$ cat config.mk
export PLATFORM = sky130hd
export DESIGN_NAME = spw_tx_top
export DESIGN_NICKNAME = d
export VERILOG_FILES = /design/src/design/spw_tx_pkg.sv /design/src/design/spw_tx_fct_credit.sv /design/src/design/spw_tx_ctrl.sv /design/src/design/spw_tx_char_encoder.sv /design/src/design/spw_tx_top.sv
export SDC_FILE = /design/constraint.sdc
export NUM_CORES = 1
export LEC_CHECK = 0
export ABC_AREA = 1
export BUFFER_PORTS_ARGS = -buffer_cell sky130_fd_sc_hd__buf_2
export CAP_MARGIN = 20
export CORE_MARGIN = 1
export CORE_UTILIZATION = 61
export DETAILED_ROUTE_END_ITERATION = 10
export PLACE_DENSITY = 0.92
export REMOVE_ABC_BUFFERS = 1
export SKIP_LAST_GASP = 1
export SLEW_MARGIN = 20
export SYNTH_ARGS = -nofsm -noshare
export SYNTH_HDL_FRONTEND = slang
export SYNTH_HIERARCHICAL = 1
export SYNTH_SLANG_ARGS = --single-unit
$ cat constraint.sdc
create_clock -name pclk_tx -period 4.2 [get_ports pclk_tx]
set_clock_uncertainty 0.05 [all_clocks]
set_input_delay 0.42 -clock pclk_tx [delete_from_list [all_inputs] [get_ports pclk_tx]]
set_output_delay 0.42 -clock pclk_tx [all_outputs]
set_load 0.01 [all_outputs]
$ cat src/design/spw_tx_pkg.sv
// Shared types and credit limits for the SpaceWire transmitter
// Credit values follow ECSS-E-ST-50-12C and are not meant to be changed
`default_nettype none

package spw_tx_pkg;

	// ------------------------------
	// Character kinds
	// ------------------------------

	// Character handed from controller to encoder
	typedef enum logic [2:0]
	{
		k_data,
		k_eop,
		k_eep,
		k_fct,
		k_null
	} char_kind_t;

	// Controller selection states
	typedef enum logic [1:0]
	{
		st_null,
		st_fct,
		st_nchar,
		// NULL sent while host handshake closes
		st_ack_wait
	} ctrl_state_t;

	// N-char kinds offered by the host
	typedef enum logic [1:0]
	{
		h_data,
		h_eop,
		h_eep
	} tx_kind_t;

	// ------------------------------
	// Credit
	// ------------------------------

	// Credit granted by one received FCT
	localparam int CREDIT_STEP = 8;
	// Seven outstanding FCTs at most
	localparam int CREDIT_MAX = 56;
	localparam int CREDIT_W = 6;

endpackage

`default_nettype wire

$ cat src/design/spw_tx_fct_credit.sv
// gotfct_tx must be a one-cycle pulse already synchronous to pclk_tx
// An FCT that would exceed 56 is dropped and latches credit_error until reset
`timescale 1ns/10ps
`default_nettype none

module spw_tx_fct_credit import spw_tx_pkg::*;
(
	input  logic                pclk_tx,
	input  logic                enable_tx,
	input  logic                gotfct_tx,
	input  logic                char_sent,
	output logic [CREDIT_W-1:0] credit,
	output logic                credit_error
);

	// One extra bit to see an overflow before it wraps
	localparam logic [CREDIT_W:0] STEP_X = (CREDIT_W+1)'(CREDIT_STEP);
	localparam logic [CREDIT_W:0] MAX_X = (CREDIT_W+1)'(CREDIT_MAX);

	logic              take_one;
	logic [CREDIT_W:0] credit_dec;
	logic [CREDIT_W:0] credit_fct;
	logic              fct_over;

	// ------------------------------
	// Next credit
	// ------------------------------

	// Never go below zero, even on a stray char_sent
	assign take_one = char_sent & (credit != '0);

	always_comb
	begin
		credit_dec = {1'b0, credit} - {{CREDIT_W{1'b0}}, take_one};
		// Credit if this FCT were accepted
		credit_fct = credit_dec + STEP_X;
		fct_over = credit_fct > MAX_X;
	end

	// ------------------------------
	// Counter and error flag
	// ------------------------------

	always_ff @(posedge pclk_tx or negedge enable_tx)
	begin
		if (!enable_tx)
		begin
			credit <= '0;
			credit_error <= 1'b0;
		end
		else
		begin
			if (gotfct_tx && !fct_over)
			begin
				credit <= credit_fct[CREDIT_W-1:0];
			end
			else
			begin
				// Refused FCT still lets the N-char count down
				credit <= credit_dec[CREDIT_W-1:0];
			end

			// Sticky until reset
			if (gotfct_tx && fct_over)
			begin
				credit_error <= 1'b1;
			end
		end
	end

endmodule

`default_nettype wire

$ cat src/design/spw_tx_ctrl.sv
// Picks the next character once per char_load. FCT first, N-char on credit, else NULL
// Both request ports are four-phase. The host holds tx_kind and tx_data while tx_req is high
`timescale 1ns/10ps
`default_nettype none

module spw_tx_ctrl import spw_tx_pkg::*;
(
	input  logic                pclk_tx,
	input  logic                enable_tx,
	input  logic                tx_req,
	input  tx_kind_t            tx_kind,
	input  logic [7:0]          tx_data,
	output logic                tx_ack,
	input  logic                fct_req,
	output logic                fct_ack,
	input  logic [CREDIT_W-1:0] credit,
	input  logic                char_load,
	output char_kind_t          next_kind,
	output logic [7:0]          next_data,
	output logic                char_sent
);

	ctrl_state_t state;
	tx_kind_t    host_kind;
	logic [7:0]  host_data;
	logic        load_fct;
	logic        load_nchar;
	logic        fct_pend;
	logic        host_pend;

	// ------------------------------
	// Request qualification
	// ------------------------------

	// Encoder takes the current selection
	assign load_fct = char_load & (state == st_fct);
	assign load_nchar = char_load & (state == st_nchar);
	assign char_sent = load_nchar;

	// Request being loaded now or already acked is not pending
	assign fct_pend = fct_req & ~fct_ack & ~load_fct;
	// Far end must have room for one more N-char
	assign host_pend = tx_req & ~tx_ack & ~load_nchar & (credit != '0);

	// ------------------------------
	// Selection FSM
	// ------------------------------

	// Selection only moves on char_load
	always_ff @(posedge pclk_tx or negedge enable_tx)
	begin
		if (!enable_tx)
		begin
			state <= st_null;
		end
		else if (char_load)
		begin
			if (fct_pend)
				state <= st_fct;
			else if (host_pend)
				state <= st_nchar;
			else if (state == st_nchar)
				state <= st_ack_wait;
			else
				state <= st_null;
		end
	end

	// Host N-char held for the encoder
	always_ff @(posedge pclk_tx)
	begin
		if (char_load && !fct_pend && host_pend)
		begin
			host_kind <= tx_kind;
			host_data <= tx_data;
		end
	end

	always_comb
	begin
		next_data = host_data;
		case (state)
			st_fct:
				next_kind = k_fct;
			st_nchar:
			begin
				case (host_kind)
					h_data:  next_kind = k_data;
					h_eop:   next_kind = k_eop;
					default: next_kind = k_eep;
				endcase
			end
			// st_null and st_ack_wait
			default:
				next_kind = k_null;
		endcase
	end

	// ------------------------------
	// Acknowledges
	// ------------------------------

	// Rise one cycle after the load, fall once req is gone
	always_ff @(posedge pclk_tx or negedge enable_tx)
	begin
		if (!enable_tx)
		begin
			tx_ack <= 1'b0;
			fct_ack <= 1'b0;
		end
		else
		begin
			if (load_nchar)
				tx_ack <= 1'b1;
			else if (!tx_req)
				tx_ack <= 1'b0;

			if (load_fct)
				fct_ack <= 1'b1;
			else if (!fct_req)
				fct_ack <= 1'b0;
		end
	end

endmodule

`default_nettype wire

$ cat src/design/spw_tx_char_encoder.sv
// Runs without gaps. char_load is high on the first bit of every character
// Odd parity covers previous payload plus own parity and flag. Starts from zero
// Control code bit 0 leaves first. EOP goes out as 0 then 1
`timescale 1ns/10ps
`default_nettype none

module spw_tx_char_encoder import spw_tx_pkg::*;
(
	input  logic       pclk_tx,
	input  logic       enable_tx,
	input  char_kind_t next_kind,
	input  logic [7:0] next_data,
	output logic       char_load,
	output logic       dout,
	output logic       sout
);

	// Line order FCT 00, EOP 01, EEP 10, ESC 11
	localparam logic [1:0] CODE_FCT = 2'b00;
	localparam logic [1:0] CODE_EOP = 2'b10;
	localparam logic [1:0] CODE_EEP = 2'b01;
	localparam logic [1:0] CODE_ESC = 2'b11;

	logic [3:0] bit_cnt;
	logic [8:0] shift_reg;
	logic       prev_par;
	logic [1:0] ctrl_code;
	logic [9:0] char_bits;
	logic [3:0] char_len;
	logic       char_par;
	logic       d_next;

	// ------------------------------
	// Character build
	// ------------------------------

	always_comb
	begin
		case (next_kind)
			k_eop:   ctrl_code = CODE_EOP;
			k_eep:   ctrl_code = CODE_EEP;
			default: ctrl_code = CODE_FCT;
		endcase
	end

	// Bit 0 is the parity bit, bit 1 the flag
	always_comb
	begin
		case (next_kind)
			k_data:
			begin
				char_bits = {next_data, 1'b0, ~prev_par};
				char_len = 4'd10;
				char_par = ^next_data;
			end
			k_null:
			begin
				// ESC then FCT, inner parity 0 as ESC payload is even
				char_bits = {2'b00, CODE_FCT, 1'b1, 1'b0, CODE_ESC, 1'b1, prev_par};
				char_len = 4'd8;
				char_par = 1'b0;
			end
			default:
			begin
				char_bits = {6'd0, ctrl_code, 1'b1, prev_par};
				char_len = 4'd4;
				char_par = ^ctrl_code;
			end
		endcase
	end

	// ------------------------------
	// Shift out and D/S line
	// ------------------------------

	assign char_load = (bit_cnt == 4'd0);
	assign d_next = char_load ? char_bits[0] : shift_reg[0];

	always_ff @(posedge pclk_tx)
	begin
		if (char_load)
			shift_reg <= char_bits[9:1];
		else
			shift_reg <= {1'b0, shift_reg[8:1]};
	end

	always_ff @(posedge pclk_tx or negedge enable_tx)
	begin
		if (!enable_tx)
		begin
			bit_cnt <= 4'd0;
			prev_par <= 1'b0;
			dout <= 1'b0;
			sout <= 1'b0;
		end
		else
		begin
			dout <= d_next;
			// Strobe toggles when data repeats
			if (d_next == dout)
				sout <= ~sout;

			if (char_load)
			begin
				bit_cnt <= char_len - 4'd1;
				prev_par <= char_par;
			end
			else
				bit_cnt <= bit_cnt - 4'd1;
		end
	end

endmodule

`default_nettype wire

$ cat src/design/spw_tx_top.sv
// Transmit half only. No receiver, link FSM or time-codes
// gotfct_tx is expected already synchronous to pclk_tx
`timescale 1ns/10ps
`default_nettype none

module spw_tx_top import spw_tx_pkg::*;
(
	input  logic                pclk_tx,
	input  logic                enable_tx,
	input  logic                tx_req,
	input  tx_kind_t            tx_kind,
	input  logic [7:0]          tx_data,
	output logic                tx_ack,
	input  logic                fct_req,
	output logic                fct_ack,
	input  logic                gotfct_tx,
	output logic [CREDIT_W-1:0] credit,
	output logic                credit_error,
	output logic                dout,
	output logic                sout
);

	// Controller to encoder
	char_kind_t next_kind;
	logic [7:0] next_data;
	logic       char_load;
	// Controller to credit counter
	logic       char_sent;

	spw_tx_ctrl u_ctrl
	(
		.pclk_tx   (pclk_tx),
		.enable_tx (enable_tx),
		.tx_req    (tx_req),
		.tx_kind   (tx_kind),
		.tx_data   (tx_data),
		.tx_ack    (tx_ack),
		.fct_req   (fct_req),
		.fct_ack   (fct_ack),
		.credit    (credit),
		.char_load (char_load),
		.next_kind (next_kind),
		.next_data (next_data),
		.char_sent (char_sent)
	);

	spw_tx_fct_credit u_credit
	(
		.pclk_tx      (pclk_tx),
		.enable_tx    (enable_tx),
		.gotfct_tx    (gotfct_tx),
		.char_sent    (char_sent),
		.credit       (credit),
		.credit_error (credit_error)
	);

	spw_tx_char_encoder u_encoder
	(
		.pclk_tx   (pclk_tx),
		.enable_tx (enable_tx),
		.next_kind (next_kind),
		.next_data (next_data),
		.char_load (char_load),
		.dout      (dout),
		.sout      (sout)
	);

endmodule

`default_nettype wire

# [Yosys cells after proc, flatten, opt, wreduce, memory -nomap -nowiden]
# Index checks and enable logic that the tools add are counted.
[classes] n_addsub=4 order_cmp=1 n_eq_ne=9 mux=17 n_bitwise=14 reduce_logical=12
[ops] cell="$pmux W10 S2" count=1
[ops] cell="$and A1 B1 Y1" count=8
[ops] cell="$mux W8" count=1
[ops] cell="$pmux W2 S2" count=2
[ops] cell="$pmux W4 S2" count=1
[ops] cell="$reduce_xor A8 Y1" count=1
[ops] cell="$sub A4 B1 Y4 const B" count=2
[ops] cell="$add A7 B4 Y7 const B" count=1
[ops] cell="$gt A7 B6 Y1 const B" count=1
[ops] cell="$sub A6 B1 Y7" count=1
[ops] cell="$mux W2" count=3
[ops] cell="$mux W6" count=1
[ops] cell="$not A1 Y1" count=6
[ops] cell="$pmux W3 S2" count=1
[ops] cell="$reduce_bool A6 Y1" count=1
[ops] cell="$mux W1" count=5
[ops] cell="$eq A2 B1 Y1 const B" count=2
[ops] cell="$logic_and A1 B1 Y1" count=4
[ops] cell="$logic_not A4 Y1" count=1
[ops] cell="$mux W4" count=1
[ops] cell="$ne A2 B1 Y1 const B" count=2
[ops] cell="$eq A3 B1 Y1 const B" count=1
[ops] cell="$eq A3 B2 Y1 const B" count=1
[ops] cell="$eq A3 B3 Y1 const B" count=1
[ops] cell="other kinds (7)" count=8
[totals] ff_bits=37 inputBits=15 out_inout_bits=11 elab_cells=70

# [Logic depth before layout (Yosys ltp)]
# Gate-level depths: netlist of the first run.
[logic_depth] word_depth=9 depth_mapped=22 mapped_depth_nobuf=22

# [Hierarchy]
# Netlist of the first run, hierarchy kept.
[by_module_without_submodules] mod="spw_tx_char_encoder" instances=1 cells_per_inst=123 area_per_inst_um2=860.8 seq_area_each_um2=355.3
[by_module_without_submodules] mod="spw_tx_ctrl" instances=1 cells_per_inst=49 area_per_inst_um2=568.0 seq_area_each_um2=400.4
[by_module_without_submodules] mod="spw_tx_fct_credit" instances=1 cells_per_inst=75 area_per_inst_um2=530.5 seq_area_each_um2=175.2

# [Worst setup path before layout of the first run]
# No wires, ideal clock.
[synth_timing] kind="register -> register" from="reg u_encoder.bit_cnt[2]" to="reg u_credit.credit[4]" setup_ns=0.117 arrival_ns=2.466 t_required_ns=4.033 path_slack_ns=1.567 path_stages_with_launch=22 path_buffers=0 period_less_slack_ns=2.633 path_cell_list="dfrtp_1 -> nor2_1 -> nand3_1 -> inv_2 -> nand2_2 -> inv_1 -> nand2_1 -> inv_1 -> ha_1 -> ha_1 -> nand2_2 -> nand2_1 -> nand2_1 -> ha_1 -> nand2_1 -> nor2_1 -> nand2_1 -> nand3_1 -> nor2_2 -> nor2_4 -> nand3_1 -> nand2_1"
[synth_via] elab_chain_len=9
[synth_rtl] element="start: declaration" line="spw_tx_char_encoder.sv:24" source="logic [3:0] bit_cnt;"
[synth_rtl] element="start signal: assignment" line="spw_tx_char_encoder.sv:105" source="bit_cnt <= char_len - 4'd1;"
[synth_rtl] element="start signal: assignment" line="spw_tx_char_encoder.sv:109" source="bit_cnt <= bit_cnt - 4'd1;"
[synth_rtl] element="$logic_not A4 Y1 (*)" line="spw_tx_char_encoder.sv:76" source="assign char_load = (bit_cnt == 4'd0);"
[synth_rtl] element="net char_load" line="spw_tx_top.sv:26" source="logic char_load;"
[synth_rtl] element="$and A1 B1 Y1 (*)" line="spw_tx_ctrl.sv:37" source="assign load_nchar = char_load & (state == st_nchar);"
[synth_rtl] element="net char_sent" line="spw_tx_top.sv:28" source="logic char_sent;"
[synth_rtl] element="$and A1 B1 Y1 (*)" line="spw_tx_fct_credit.sv:30" source="assign take_one = char_sent & (credit != '0);"
[synth_rtl] element="$sub A6 B1 Y7 (*)" line="spw_tx_fct_credit.sv:34" source="credit_dec = {1'b0, credit} - {{CREDIT_W{1'b0}}, take_one};"
[synth_rtl] element="$add A7 B4 Y7" line="spw_tx_fct_credit.sv:36" source="credit_fct = credit_dec + STEP_X;"
[synth_rtl] element="$gt A7 B6 Y1" line="spw_tx_fct_credit.sv:37" source="fct_over = credit_fct > MAX_X;"
[synth_rtl] element="$logic_not A1 Y1" line="spw_tx_fct_credit.sv:53" source="if (gotfct_tx && !fct_over)"
[synth_rtl] element="$logic_and A1 B1 Y1" line="spw_tx_fct_credit.sv:53"
[synth_rtl] element="$mux W6 (*)" line="spw_tx_fct_credit.sv:53"
[synth_rtl] element="end signal: assignment" line="spw_tx_fct_credit.sv:55" source="credit <= credit_fct[CREDIT_W-1:0];"
[synth_rtl] element="end signal: assignment" line="spw_tx_fct_credit.sv:60" source="credit <= credit_dec[CREDIT_W-1:0];"
[synth_rtl] element="end: declaration" line="spw_tx_fct_credit.sv:12" source="output logic [CREDIT_W-1:0] credit,"
# The timed path passes the listed nets; every way through them passes the cells marked *.
# A chain may end at the register's enable or synchronous reset.

# [Worst setup path after layout of the first run]
# Ends and elaborated chain as after synthesis.

==> results_dict.tcl, run 1 <==
set metrics [dict create \
    status "complete, no violations" \
    syn_inst 247 \
    setup_violations 0 \
    netlist_area_um2 1960 \
    worst-setup-path-type "reg2reg" \
    wl_per_cell_um 11.5 \
    ios 26 \
    synth_top_area_cell "dfrtp_1" \
    grt_pass1_vias 1600 \
    ys_warn_count 6 \
    synth-seq-area-share_pct 47.5 \
    synth.distinct_cells 24 \
    via_count 1660 \
    worstSetupStartpoint "u_encoder/bit_cnt[2]" \
    initial_core_util_pct 64.2 \
    ys_ff_latch 37 \
    dr.pass1.iters 4 \
    drtAntennaViolNets 0 \
    dp_hpwl_um 2830 \
    vias_per_cell 5.12 \
    h-tree-depth 2 \
    path_clk_slew_ns 0.10 \
    nNetsFinal 301 \
    cp.arrival_ns 3.63 \
    grt_antenna_before_repair 0 \
    hold_viol 0 \
    hp-class "in2reg" \
    dieArea_um2 3440 \
    finalWirelength_um 3740 \
    muxShareOfSynthArea_pct 0 \
    final_common_cell "nand2_1" \
    slowest_delay_ns 0.41 \
    cts_tree "done" \
    placed_cells 315 \
    rr_worst_depth 22 \
    largest_reg_flops 9 \
    fin_tns_setup_ns 0 \
    period_minus_slack_ns 3.43 \
    clk_root_buffer_cell "clkbuf_4" \
    layout_setup_ws_ns 0.768 \
    rr_endpoint "u_credit/credit[4]" \
    final_cell_mix "nand2_1 (76), inv_1 (39), buf_2 (25)" \
    dpl_cell_area_um2 2130 \
    worst_pin_slew_ns 0.469 \
    r2r_slack_ns 0.77 \
    rows 20 \
    layout.filler_cells 238 \
    place_congestion 0.878 \
    fin_cells 324 \
    worst-path-max-fanout 12 \
    clock_latency_ns 0.35 \
    drt_iter0_markers 59 \
    grt_max_degree 19 \
    grt_pass1_wl_um 6530 \
    antenna_cells 0 \
    netlist_top_cells_area "dfrtp_1 (23%), edfxtp_1 (15%), nand2_1 (15%), dfxtp_1 (9.2%), inv_1 (7.5%)" \
    pre_cts_ws_ns 0.843 \
    clock_sinks 37 \
    worst_path_most_repeated_cell "nand2_1" \
    io_buffer_count 25 \
    cts_buffers 5 \
    synth-compound-area-share_pct 5.36 \
    synth_top_cell_area_share_pct 23.0 \
    cp_data_required_time_ns 4.40 \
    gr-total-overflow 0 \
    clockBufferDepth 2 \
    grt_use_total_pct 25.9 \
    drive_gt1_share_pct 17.5 \
    max_freq_ghz 0.291 \
    timing.critical_path.to "u_credit/credit[4]" \
    synthAdderAreaFrac_pct 4.47 \
    p_per_area_nw_per_um2 662 \
    reg2reg_from "u_encoder/bit_cnt[2]" \
    rsz0062_at_grt "false" \
    synth-xor-area-share_pct 2.68 \
    cp_cell_sequence "nor2_1 -> nand3_1 -> inv_2 -> nand2_2 -> inv_1 -> nand2_1 -> inv_1 -> ha_1 -> ha_1 -> nand2_2 -> nand2_1 -> nand2_1 -> ha_1 -> nand2_1 -> nor2_1 -> nand2_1 -> nand2_1 -> nor2_1 -> nand3_1 -> nand4_1 -> nand2_1 -> nand2_1" \
    slew_headroom_pct 68.6 \
    crit_path_end_kind "flip-flop" \
    cts_resized 0 \
    die_h_um 58.7 \
    drc 0 \
    critPathLaunchType "flip-flop" \
    syn2layout_area_growth_pct 13.0 \
    dieWidth_um 58.7 \
    synth_top_family_by_area "simple AND/OR/NAND/NOR gates" \
    maxCapViolations 0 \
    timing.final.crit_share_pct 81.7 \
    p_leak_nw 1.17 \
    crit_slowest_cell "dfrtp_1" \
    peakVddDrop_mv 0.447 \
    avgSynthCellArea_um2 7.93 \
    synth_simple_gate_area_share_pct 31.5 \
    final_max_slew_viol_count 0 \
    design_area_um2 2210 \
    core_um2 3050 \
]
## power by group
part | internal [W] | leakage, nW | switching [W]
Combinational | 0.000249 | 0.753 | 0.000400
Clock | 0.000124 | 0.0399 | 0.000113
Sequential | 0.000482 | 0.381 | 0.0000972
Total | 0.000854 | 1.17 | 0.000610
## kinds of logic (layout without fill, tap and decap cells)
kind of cell	count (synthesis)	count (layout)
buf+inv	42	75
simple gates	137	137
xor+xnor	6	6
compound gates	18	18
flops	37	37
fa+ha+maj	7	7
## worst min path at each step
stage / startpoint / slack, ns / cells after the start / end
finish: tx_data[5] / 0.19 / 1 / u_ctrl/next_data[5]
global route: tx_data[7] / 0.17 / 1 / u_ctrl/next_data[7]
CTS: tx_data[3] / 0.18 / 1 / u_ctrl/next_data[3]
detailed placement: enable_tx / 0.33 / 1 / u_encoder/dout
global placement: enable_tx / 0.32 / 1 / u_encoder/prev_par
floorplan: enable_tx / 0.07 / 0 / u_credit/credit[0]
## worst max-delay path, delay by kind of cell (launching register included)
family / cells / cell delay, ns
AND/OR/NAND/NOR: 16 / 1.55
flip-flops: 1 / 0.41
buffers and inverters: 3 / 0.44
adder cells (fa/ha/maj): 3 / 0.87
## metal layers
layer	wire length (µm)	part of all wire, %	track usage, %	up-vias
met4	95	2.5	11.9	0
met5	0	0	0	-
met1	1540	41	29.6	750
li1	-	-	-	844
met3	218	5.8	7.25	12
met2	1880	50	45.0	54
## cell type report
type / instances / area (µm²) / area share (%)
Timing Repair Buffer: 26 / 135 / 6.11
Multi-Input combinational cell: 168 / 863 / 39.0
Sequential cell: 37 / 931 / 42.1
Clock buffer: 6 / 41.3 / 1.87
Tap cell: 44 / 55.1 / 2.49
Inverter: 41 / 154 / 6.95
Clock inverter: 2 / 33.8 / 1.53
## timing repair
action | in CTS | in global routing
endpoints found under the hold margin | 18 | 0
hold buffers | 1 | 0
setup buffers | 0 | 0
## cells in the mapped netlist, drive strengths merged
cell type  count
o21bai         1
nand3b         3
o311ai         1
dfxtp          9
buf            1
dfrtp         18
edfxtp        10
nand4          5
a31oi          2
nor2          28
o21ai          9
xor2           1
nand2         83
xnor2          5
nand3         18
o211ai         1
inv           41
ha             7
a21oi          4
## through the flow
stage / utilization, % / power [W] / hold WS [ns]
3_3_place_gp: 69.7 / 0.00119 / 0.322
4_1_cts: 72.5 / 0.00147 / 0.177
6_report: 72.5 / 0.00146 / 0.192
2_1_floorplan: - / 0.00105 / 0.0744
5_1_grt: 72.5 / 0.00159 / 0.170
3_5_place_dp: 69.7 / 0.00122 / 0.328
(Power assumes the default switching activity.)
==> run 2: changes to the inputs <==
--- a/config.mk
+++ b/config.mk
@@ -9,9 +9,9 @@
 export BUFFER_PORTS_ARGS = -buffer_cell sky130_fd_sc_hd__buf_2
 export CAP_MARGIN = 20
 export CORE_MARGIN = 1
-export CORE_UTILIZATION = 61
+export CORE_UTILIZATION = 57
 export DETAILED_ROUTE_END_ITERATION = 10
-export PLACE_DENSITY = 0.92
+export PLACE_DENSITY = 0.87
 export REMOVE_ABC_BUFFERS = 1
 export SKIP_LAST_GASP = 1
 export SLEW_MARGIN = 20
==> constraint.sdc (replaced) <==
create_clock -name pclk_tx -period 3.5 [get_ports pclk_tx]
set_clock_uncertainty 0.05 [all_clocks]
set_input_delay 0.35 -clock pclk_tx [delete_from_list [all_inputs] [get_ports pclk_tx]]
set_output_delay 0.35 -clock pclk_tx [all_outputs]
set_load 0.01 [all_outputs]
==> results_dict.tcl, run 2 (synthesized netlist as in run 1, its figures left out) <==
set metrics [dict create \
    status "complete, no violations" \
    max_freq_ghz 0.335 \
    p_total_w 0.00167 \
    crit_path_end_kind "flip-flop" \
    core_um2 3150 \
    maxCapViolations 0 \
    fin_tns_setup_ns 0 \
    setup_violations 0 \
    dpl_cell_area_um2 2140 \
    hp-start "tx_kind[1]" \
    worst-setup-path-type "reg2reg" \
    hp-class "in2reg" \
    timing.hold.ws_ns 0.132 \
    layout.filler_cells 261 \
    die_h_um 60.6 \
    p_per_area_nw_per_um2 759 \
    nNetsFinal 302 \
    drc 0 \
    rr_worst_depth 22 \
    worst-path-max-fanout 12 \
    design_area_um2 2200 \
    syn2layout_area_growth_pct 12.5 \
    placed_cells 316 \
    largest_reg_flops 9 \
    final_common_cell "nand2_1" \
    final_max_slew_viol_count 0 \
    clock_sinks 37 \
    dieArea_um2 3680 \
    timing.final.crit_share_pct 85.3 \
    critPathLaunchType "flip-flop" \
    grt_use_total_pct 22.3 \
    dr.pass1.iters 4 \
    hold_viol 0 \
    antenna_cells 0 \
    io_buffer_count 25 \
    p_leak_nw 1.17 \
    reg2reg_from "u_encoder/bit_cnt[0]" \
    grt_pass1_wl_um 5800 \
    h-tree-depth 2 \
    rows 20 \
    worstSetupStartpoint "u_encoder/bit_cnt[0]" \
    cts_resized 0 \
    worst_pin_slew_ns 0.405 \
    drt_iter0_markers 67 \
    dieWidth_um 60.6 \
    finalWirelength_um 3390 \
    path_clk_slew_ns 0.10 \
    initial_core_util_pct 62.1 \
    drive_gt1_share_pct 17.8 \
    cp_data_required_time_ns 3.69 \
    period_minus_slack_ns 2.99 \
    cp.arrival_ns 3.17 \
    rsz0062_at_grt "false" \
    cts_buffers 5 \
    hold_depth 1 \
    wl_per_cell_um 10.4 \
    drtAntennaViolNets 0 \
    clk_root_buffer_cell "clkbuf_4" \
    grt_max_degree 19 \
    clock_latency_ns 0.33 \
    post-cts-setup-buffer-count 0 \
    fin_cells 325 \
    ios 26 \
    final_cell_mix "nand2_1 (76), inv_1 (39), buf_2 (25)" \
    peakVddDrop_mv 0.403 \
    ctsHoldBuffers 1 \
    slew_headroom_pct 73.0 \
    dp_hpwl_um 2590 \
    place_congestion 0.920 \
    gr-total-overflow 0 \
    grt_antenna_before_repair 0 \
    clockBufferDepth 2 \
    grt_pass1_vias 1395 \
    vias_per_cell 4.90 \
    via_count 1593 \
    cts_tree "done" \
]
## run 2: critical path: stages, from the launching register on
cell and delay, ns:
dfrtp_1 0.38, inv_1 0.11, nand3_1 0.12, inv_2 0.18
nand2_2 0.08, inv_1 0.07, nand2_1 0.07, inv_1 0.07
ha_1 0.26, ha_1 0.30, nand2_2 0.09, nand2_1 0.06
nand2_1 0.09, ha_1 0.31, nand2_1 0.05, nor2_1 0.08
nand2_1 0.07, nand2_1 0.08, nor2_1 0.04, nand3_1 0.06
nand4_1 0.13, nand2_1 0.10, nand2_1 0.05
## run 2: worst paths after layout
check | end | slack, ns
setup / recovery | u_credit/credit[5] | 0.51
hold / removal | u_ctrl/host_kind[1] | 0.13
setup reg to reg | u_credit/credit[5] | 0.51
hold reg to reg | u_encoder/shift_reg[4] | 0.39
max in group asynchronous | u_ctrl/fct_ack | 2.70
min in group asynchronous | u_credit/credit[3] | 0.42
## run 2: where the power goes
group | total (W) | switching [W] | internal [W]
clock | 0.000227 | 0.000128 | 0.0000991
combinational | 0.000757 | 0.000459 | 0.000297
sequential | 0.000689 | 0.000110 | 0.000579
## run 2: layer usage
metal  share of wire (%)  up-vias  GRT usage (%)
met5                   0        -              0
met4                 2.2        0           11.0
met3                 6.1        9           7.46
met2                  47       43           36.7
met1                  44      700           26.3
li1                    -      841              -
## run 2: final cells by class
type / instances / area (µm²) / share of cell area (%)
Timing Repair Buffer: 27 / 143 / 6.47
Multi-Input combinational cell: 168 / 863 / 39.2
Sequential cell: 37 / 931 / 42.2
Inverter: 41 / 154 / 6.98
Tap cell: 44 / 55.1 / 2.50
Clock buffer: 8 / 58.8 / 2.67
## run 2: metrics by stage
stage	utilization (%)	setup WS, ns
floorplan	-	0.602
global route	69.9	0.164
detailed placement	67.7	0.623
CTS	69.9	0.516
global placement	67.7	0.712
finish	69.9	0.513
==> run 3: changes to the inputs <==
--- a/config.mk
+++ b/config.mk
@@ -9,13 +9,12 @@
 export BUFFER_PORTS_ARGS = -buffer_cell sky130_fd_sc_hd__buf_2
 export CAP_MARGIN = 20
 export CORE_MARGIN = 1
-export CORE_UTILIZATION = 57
+export CORE_UTILIZATION = 56
 export DETAILED_ROUTE_END_ITERATION = 10
-export PLACE_DENSITY = 0.87
+export PLACE_DENSITY = 0.86
 export REMOVE_ABC_BUFFERS = 1
 export SKIP_LAST_GASP = 1
 export SLEW_MARGIN = 20
 export SYNTH_ARGS = -nofsm -noshare
 export SYNTH_HDL_FRONTEND = slang
-export SYNTH_HIERARCHICAL = 1
 export SYNTH_SLANG_ARGS = --single-unit
==> results_dict.tcl, run 3 <==
set metrics [dict create \
    cts_buffers 5 \
    drtAntennaViolNets 0 \
    slowest_delay_ns 0.40 \
    crit_buf_inv 1 \
    crit_path_end_kind "flip-flop" \
    pre_cts_ws_ns 0.511 \
    maxCapViolations 0 \
    largest_reg_flops 9 \
    place_congestion 0.868 \
    path_clk_slew_ns 0.11 \
    grt_pass1_wl_um 5270 \
    placed_cells 271 \
    via_count 1412 \
    finalWirelength_um 3420 \
    cp_cell_sequence "nor2_2 -> nand3_4 -> nor2_1 -> inv_1 -> nor2_1 -> ha_1 -> ha_1 -> nand2_2 -> nand2_1 -> nand2_2 -> ha_1 -> and3_1 -> nand2_1 -> nand2_1 -> nor2_2 -> nand3_2 -> nand4_1 -> nand2_1" \
    r2r_slack_ns 0.47 \
    hold_viol 0 \
    clock_sinks 37 \
    rsz0062_at_grt "false" \
    reg2reg_from "u_encoder.bit_cnt[2]" \
    netlist_area_um2 1870 \
    grt_antenna_before_repair 0 \
    async_flop_share_pct 48.6 \
    setup_violations 0 \
    drc 0 \
    cts_tree "done" \
    grt_pass1_vias 1241 \
    post-cts-setup-buffer-count 0 \
    final_max_slew_viol_count 0 \
    period_minus_slack_ns 3.03 \
    die_h_um 59.8 \
    synth.top_cells.by_count "inv_1 (33), nand2_1 (33), dfrtp_1 (18)" \
    rows 20 \
    clock_latency_ns 0.35 \
    fin_cells 280 \
    worst-path-max-fanout 17 \
    cp_data_required_time_ns 3.69 \
    ys.flop_type "dfrtp_1" \
    synth_edf_count 10 \
    status "complete, no violations" \
    h-tree-depth 2 \
    syn_inst 203 \
    synth.distinct_cells 34 \
    final_cell_mix "inv_1 (33), nand2_1 (33), buf_2 (25)" \
    drt_iter0_markers 60 \
    layout_setup_ws_ns 0.473 \
    dp_hpwl_um 2580 \
    nNetsFinal 257 \
    timing.hold.ws_ns 0.117 \
    worst_path_most_repeated_cell "nand2_1" \
    crit_family "simple AND/OR/NAND/NOR gates" \
    crit_slowest_cell "dfrtp_1" \
    synth_top_area_cell "dfrtp_1" \
    cp.arrival_ns 3.22 \
    hp-start "tx_data[5]" \
    worst_pin_slew_ns 0.398 \
    worst-setup-path-type "reg2reg" \
    cts_resized 0 \
    antenna_cells 0 \
    whs_endpoint "u_ctrl.next_data[5]" \
    hold_depth 1 \
    vias_per_cell 5.04 \
    clk_root_buffer_cell "clkbuf_4" \
    dr.pass1.iters 4 \
    max_freq_ghz 0.330 \
    avgSynthCellArea_um2 9.23 \
    syn2layout_area_growth_pct 12.9 \
    timing.final.crit_share_pct 86.5 \
    post-route-util_pct 68.1 \
    p_leak_nw 1.04 \
    rr_worst_depth 18 \
    ys_warn_count 0 \
    grt_max_degree 19 \
    layout.filler_cells 260 \
    p_per_area_nw_per_um2 763 \
    core_um2 3100 \
    drive_gt1_share_pct 27.1 \
    fin_tns_setup_ns 0 \
    gr-total-overflow 0 \
    dieArea_um2 3580 \
    peakVddDrop_mv 0.371 \
    ctsHoldBuffers 1 \
    hp-class "in2reg" \
    clockBufferDepth 2 \
    ys_ff_latch 37 \
    dieWidth_um 59.8 \
    rr_endpoint "u_credit.credit[3]" \
    initial_core_util_pct 60.4 \
    wl_per_cell_um 12.2 \
    synth_top_cell_area_share_pct 24.0 \
    synth-seq-area-share_pct 49.7 \
    netlist_top_cells_area "dfrtp_1 (24%), edfxtp_1 (16%), dfxtp_1 (9.6%), inv_1 (6.6%), nand2_1 (6.6%)" \
    grt_use_total_pct 20.6 \
    slew_headroom_pct 73.4 \
    ios 26 \
    critPathLaunchType "flip-flop" \
    io_buffer_count 25 \
]
-- run 3: cell count changes in the layout (fill, tap and decap cells not counted), sizes merged, moves of 4 or more --
cell / delta
inv: -4
clkinv: +4
nand2: -37
nor2: -12
a22o: +4
-- run 3: area by class of cell --
cell class,instances,area [µm²],area share [%]
Clock inverter,3,17.5,0.828
Clock buffer,5,37.5,1.78
Multi-Input combinational cell,127,795,37.6
Tap cell,44,55.1,2.60
Sequential cell,37,931,44.0
Inverter,38,144,6.80
Timing Repair Buffer,26,135,6.39
-- run 3: worst max path at each step --
stage | start | depth (start not counted) | slack (ns) | end
after floorplan | u_encoder.bit_cnt[2] | 18 | 0.80 | u_credit.credit[4]
final | u_encoder.bit_cnt[2] | 18 | 0.47 | u_credit.credit[3]
after global placement | u_encoder.bit_cnt[2] | 18 | 0.65 | u_credit.credit[4]
after detailed placement | u_encoder.bit_cnt[2] | 18 | 0.51 | u_credit.credit[3]
after CTS | u_encoder.bit_cnt[2] | 18 | 0.48 | u_credit.credit[3]
after global routing | u_encoder.bit_cnt[2] | 19 | 0.27 | u_credit.credit[5]
-- run 3: per-stage QoR --
step / power, W / instance area, µm²
final: 0.00161 / 2110
after global placement: 0.00136 / 2050
after detailed placement: 0.00140 / 2050
after global routing: 0.00173 / 2110
after floorplan: 0.00121 / 1870
after CTS: 0.00162 / 2110
-- run 3: kinds of logic after synthesis --
group,Yosys count,share of synthesized area (%)
adders and majority gates,7,4.68
DFF,37,49.7
and+or+nand+nor,91,26.5
AOI/OAI and AO/OA,20,7.01
xor gates and xnor gates,9,4.21
buffers and inverters,39,7.88
-- run 3: metal layers --
layer | vias up | GRT usage (%) | routed length [µm]
met3 | 4 | 5.84 | 176
met5 | - | 0 | 0
met4 | 0 | 7.97 | 27
li1 | 719 | - | -
met2 | 42 | 32.9 | 1650
met1 | 647 | 26.6 | 1560
-- run 3: where the power goes --
group / total, W / leakage, nW / internal [W] / switching (W)
combinational: 0.000720 / 0.632 / 0.000280 / 0.000440
clock: 0.000221 / 0.0326 / 0.0000760 / 0.000145
sequential: 0.000672 / 0.380 / 0.000573 / 0.0000988
total: 0.00161 / 1.04 / 0.000929 / 0.000684
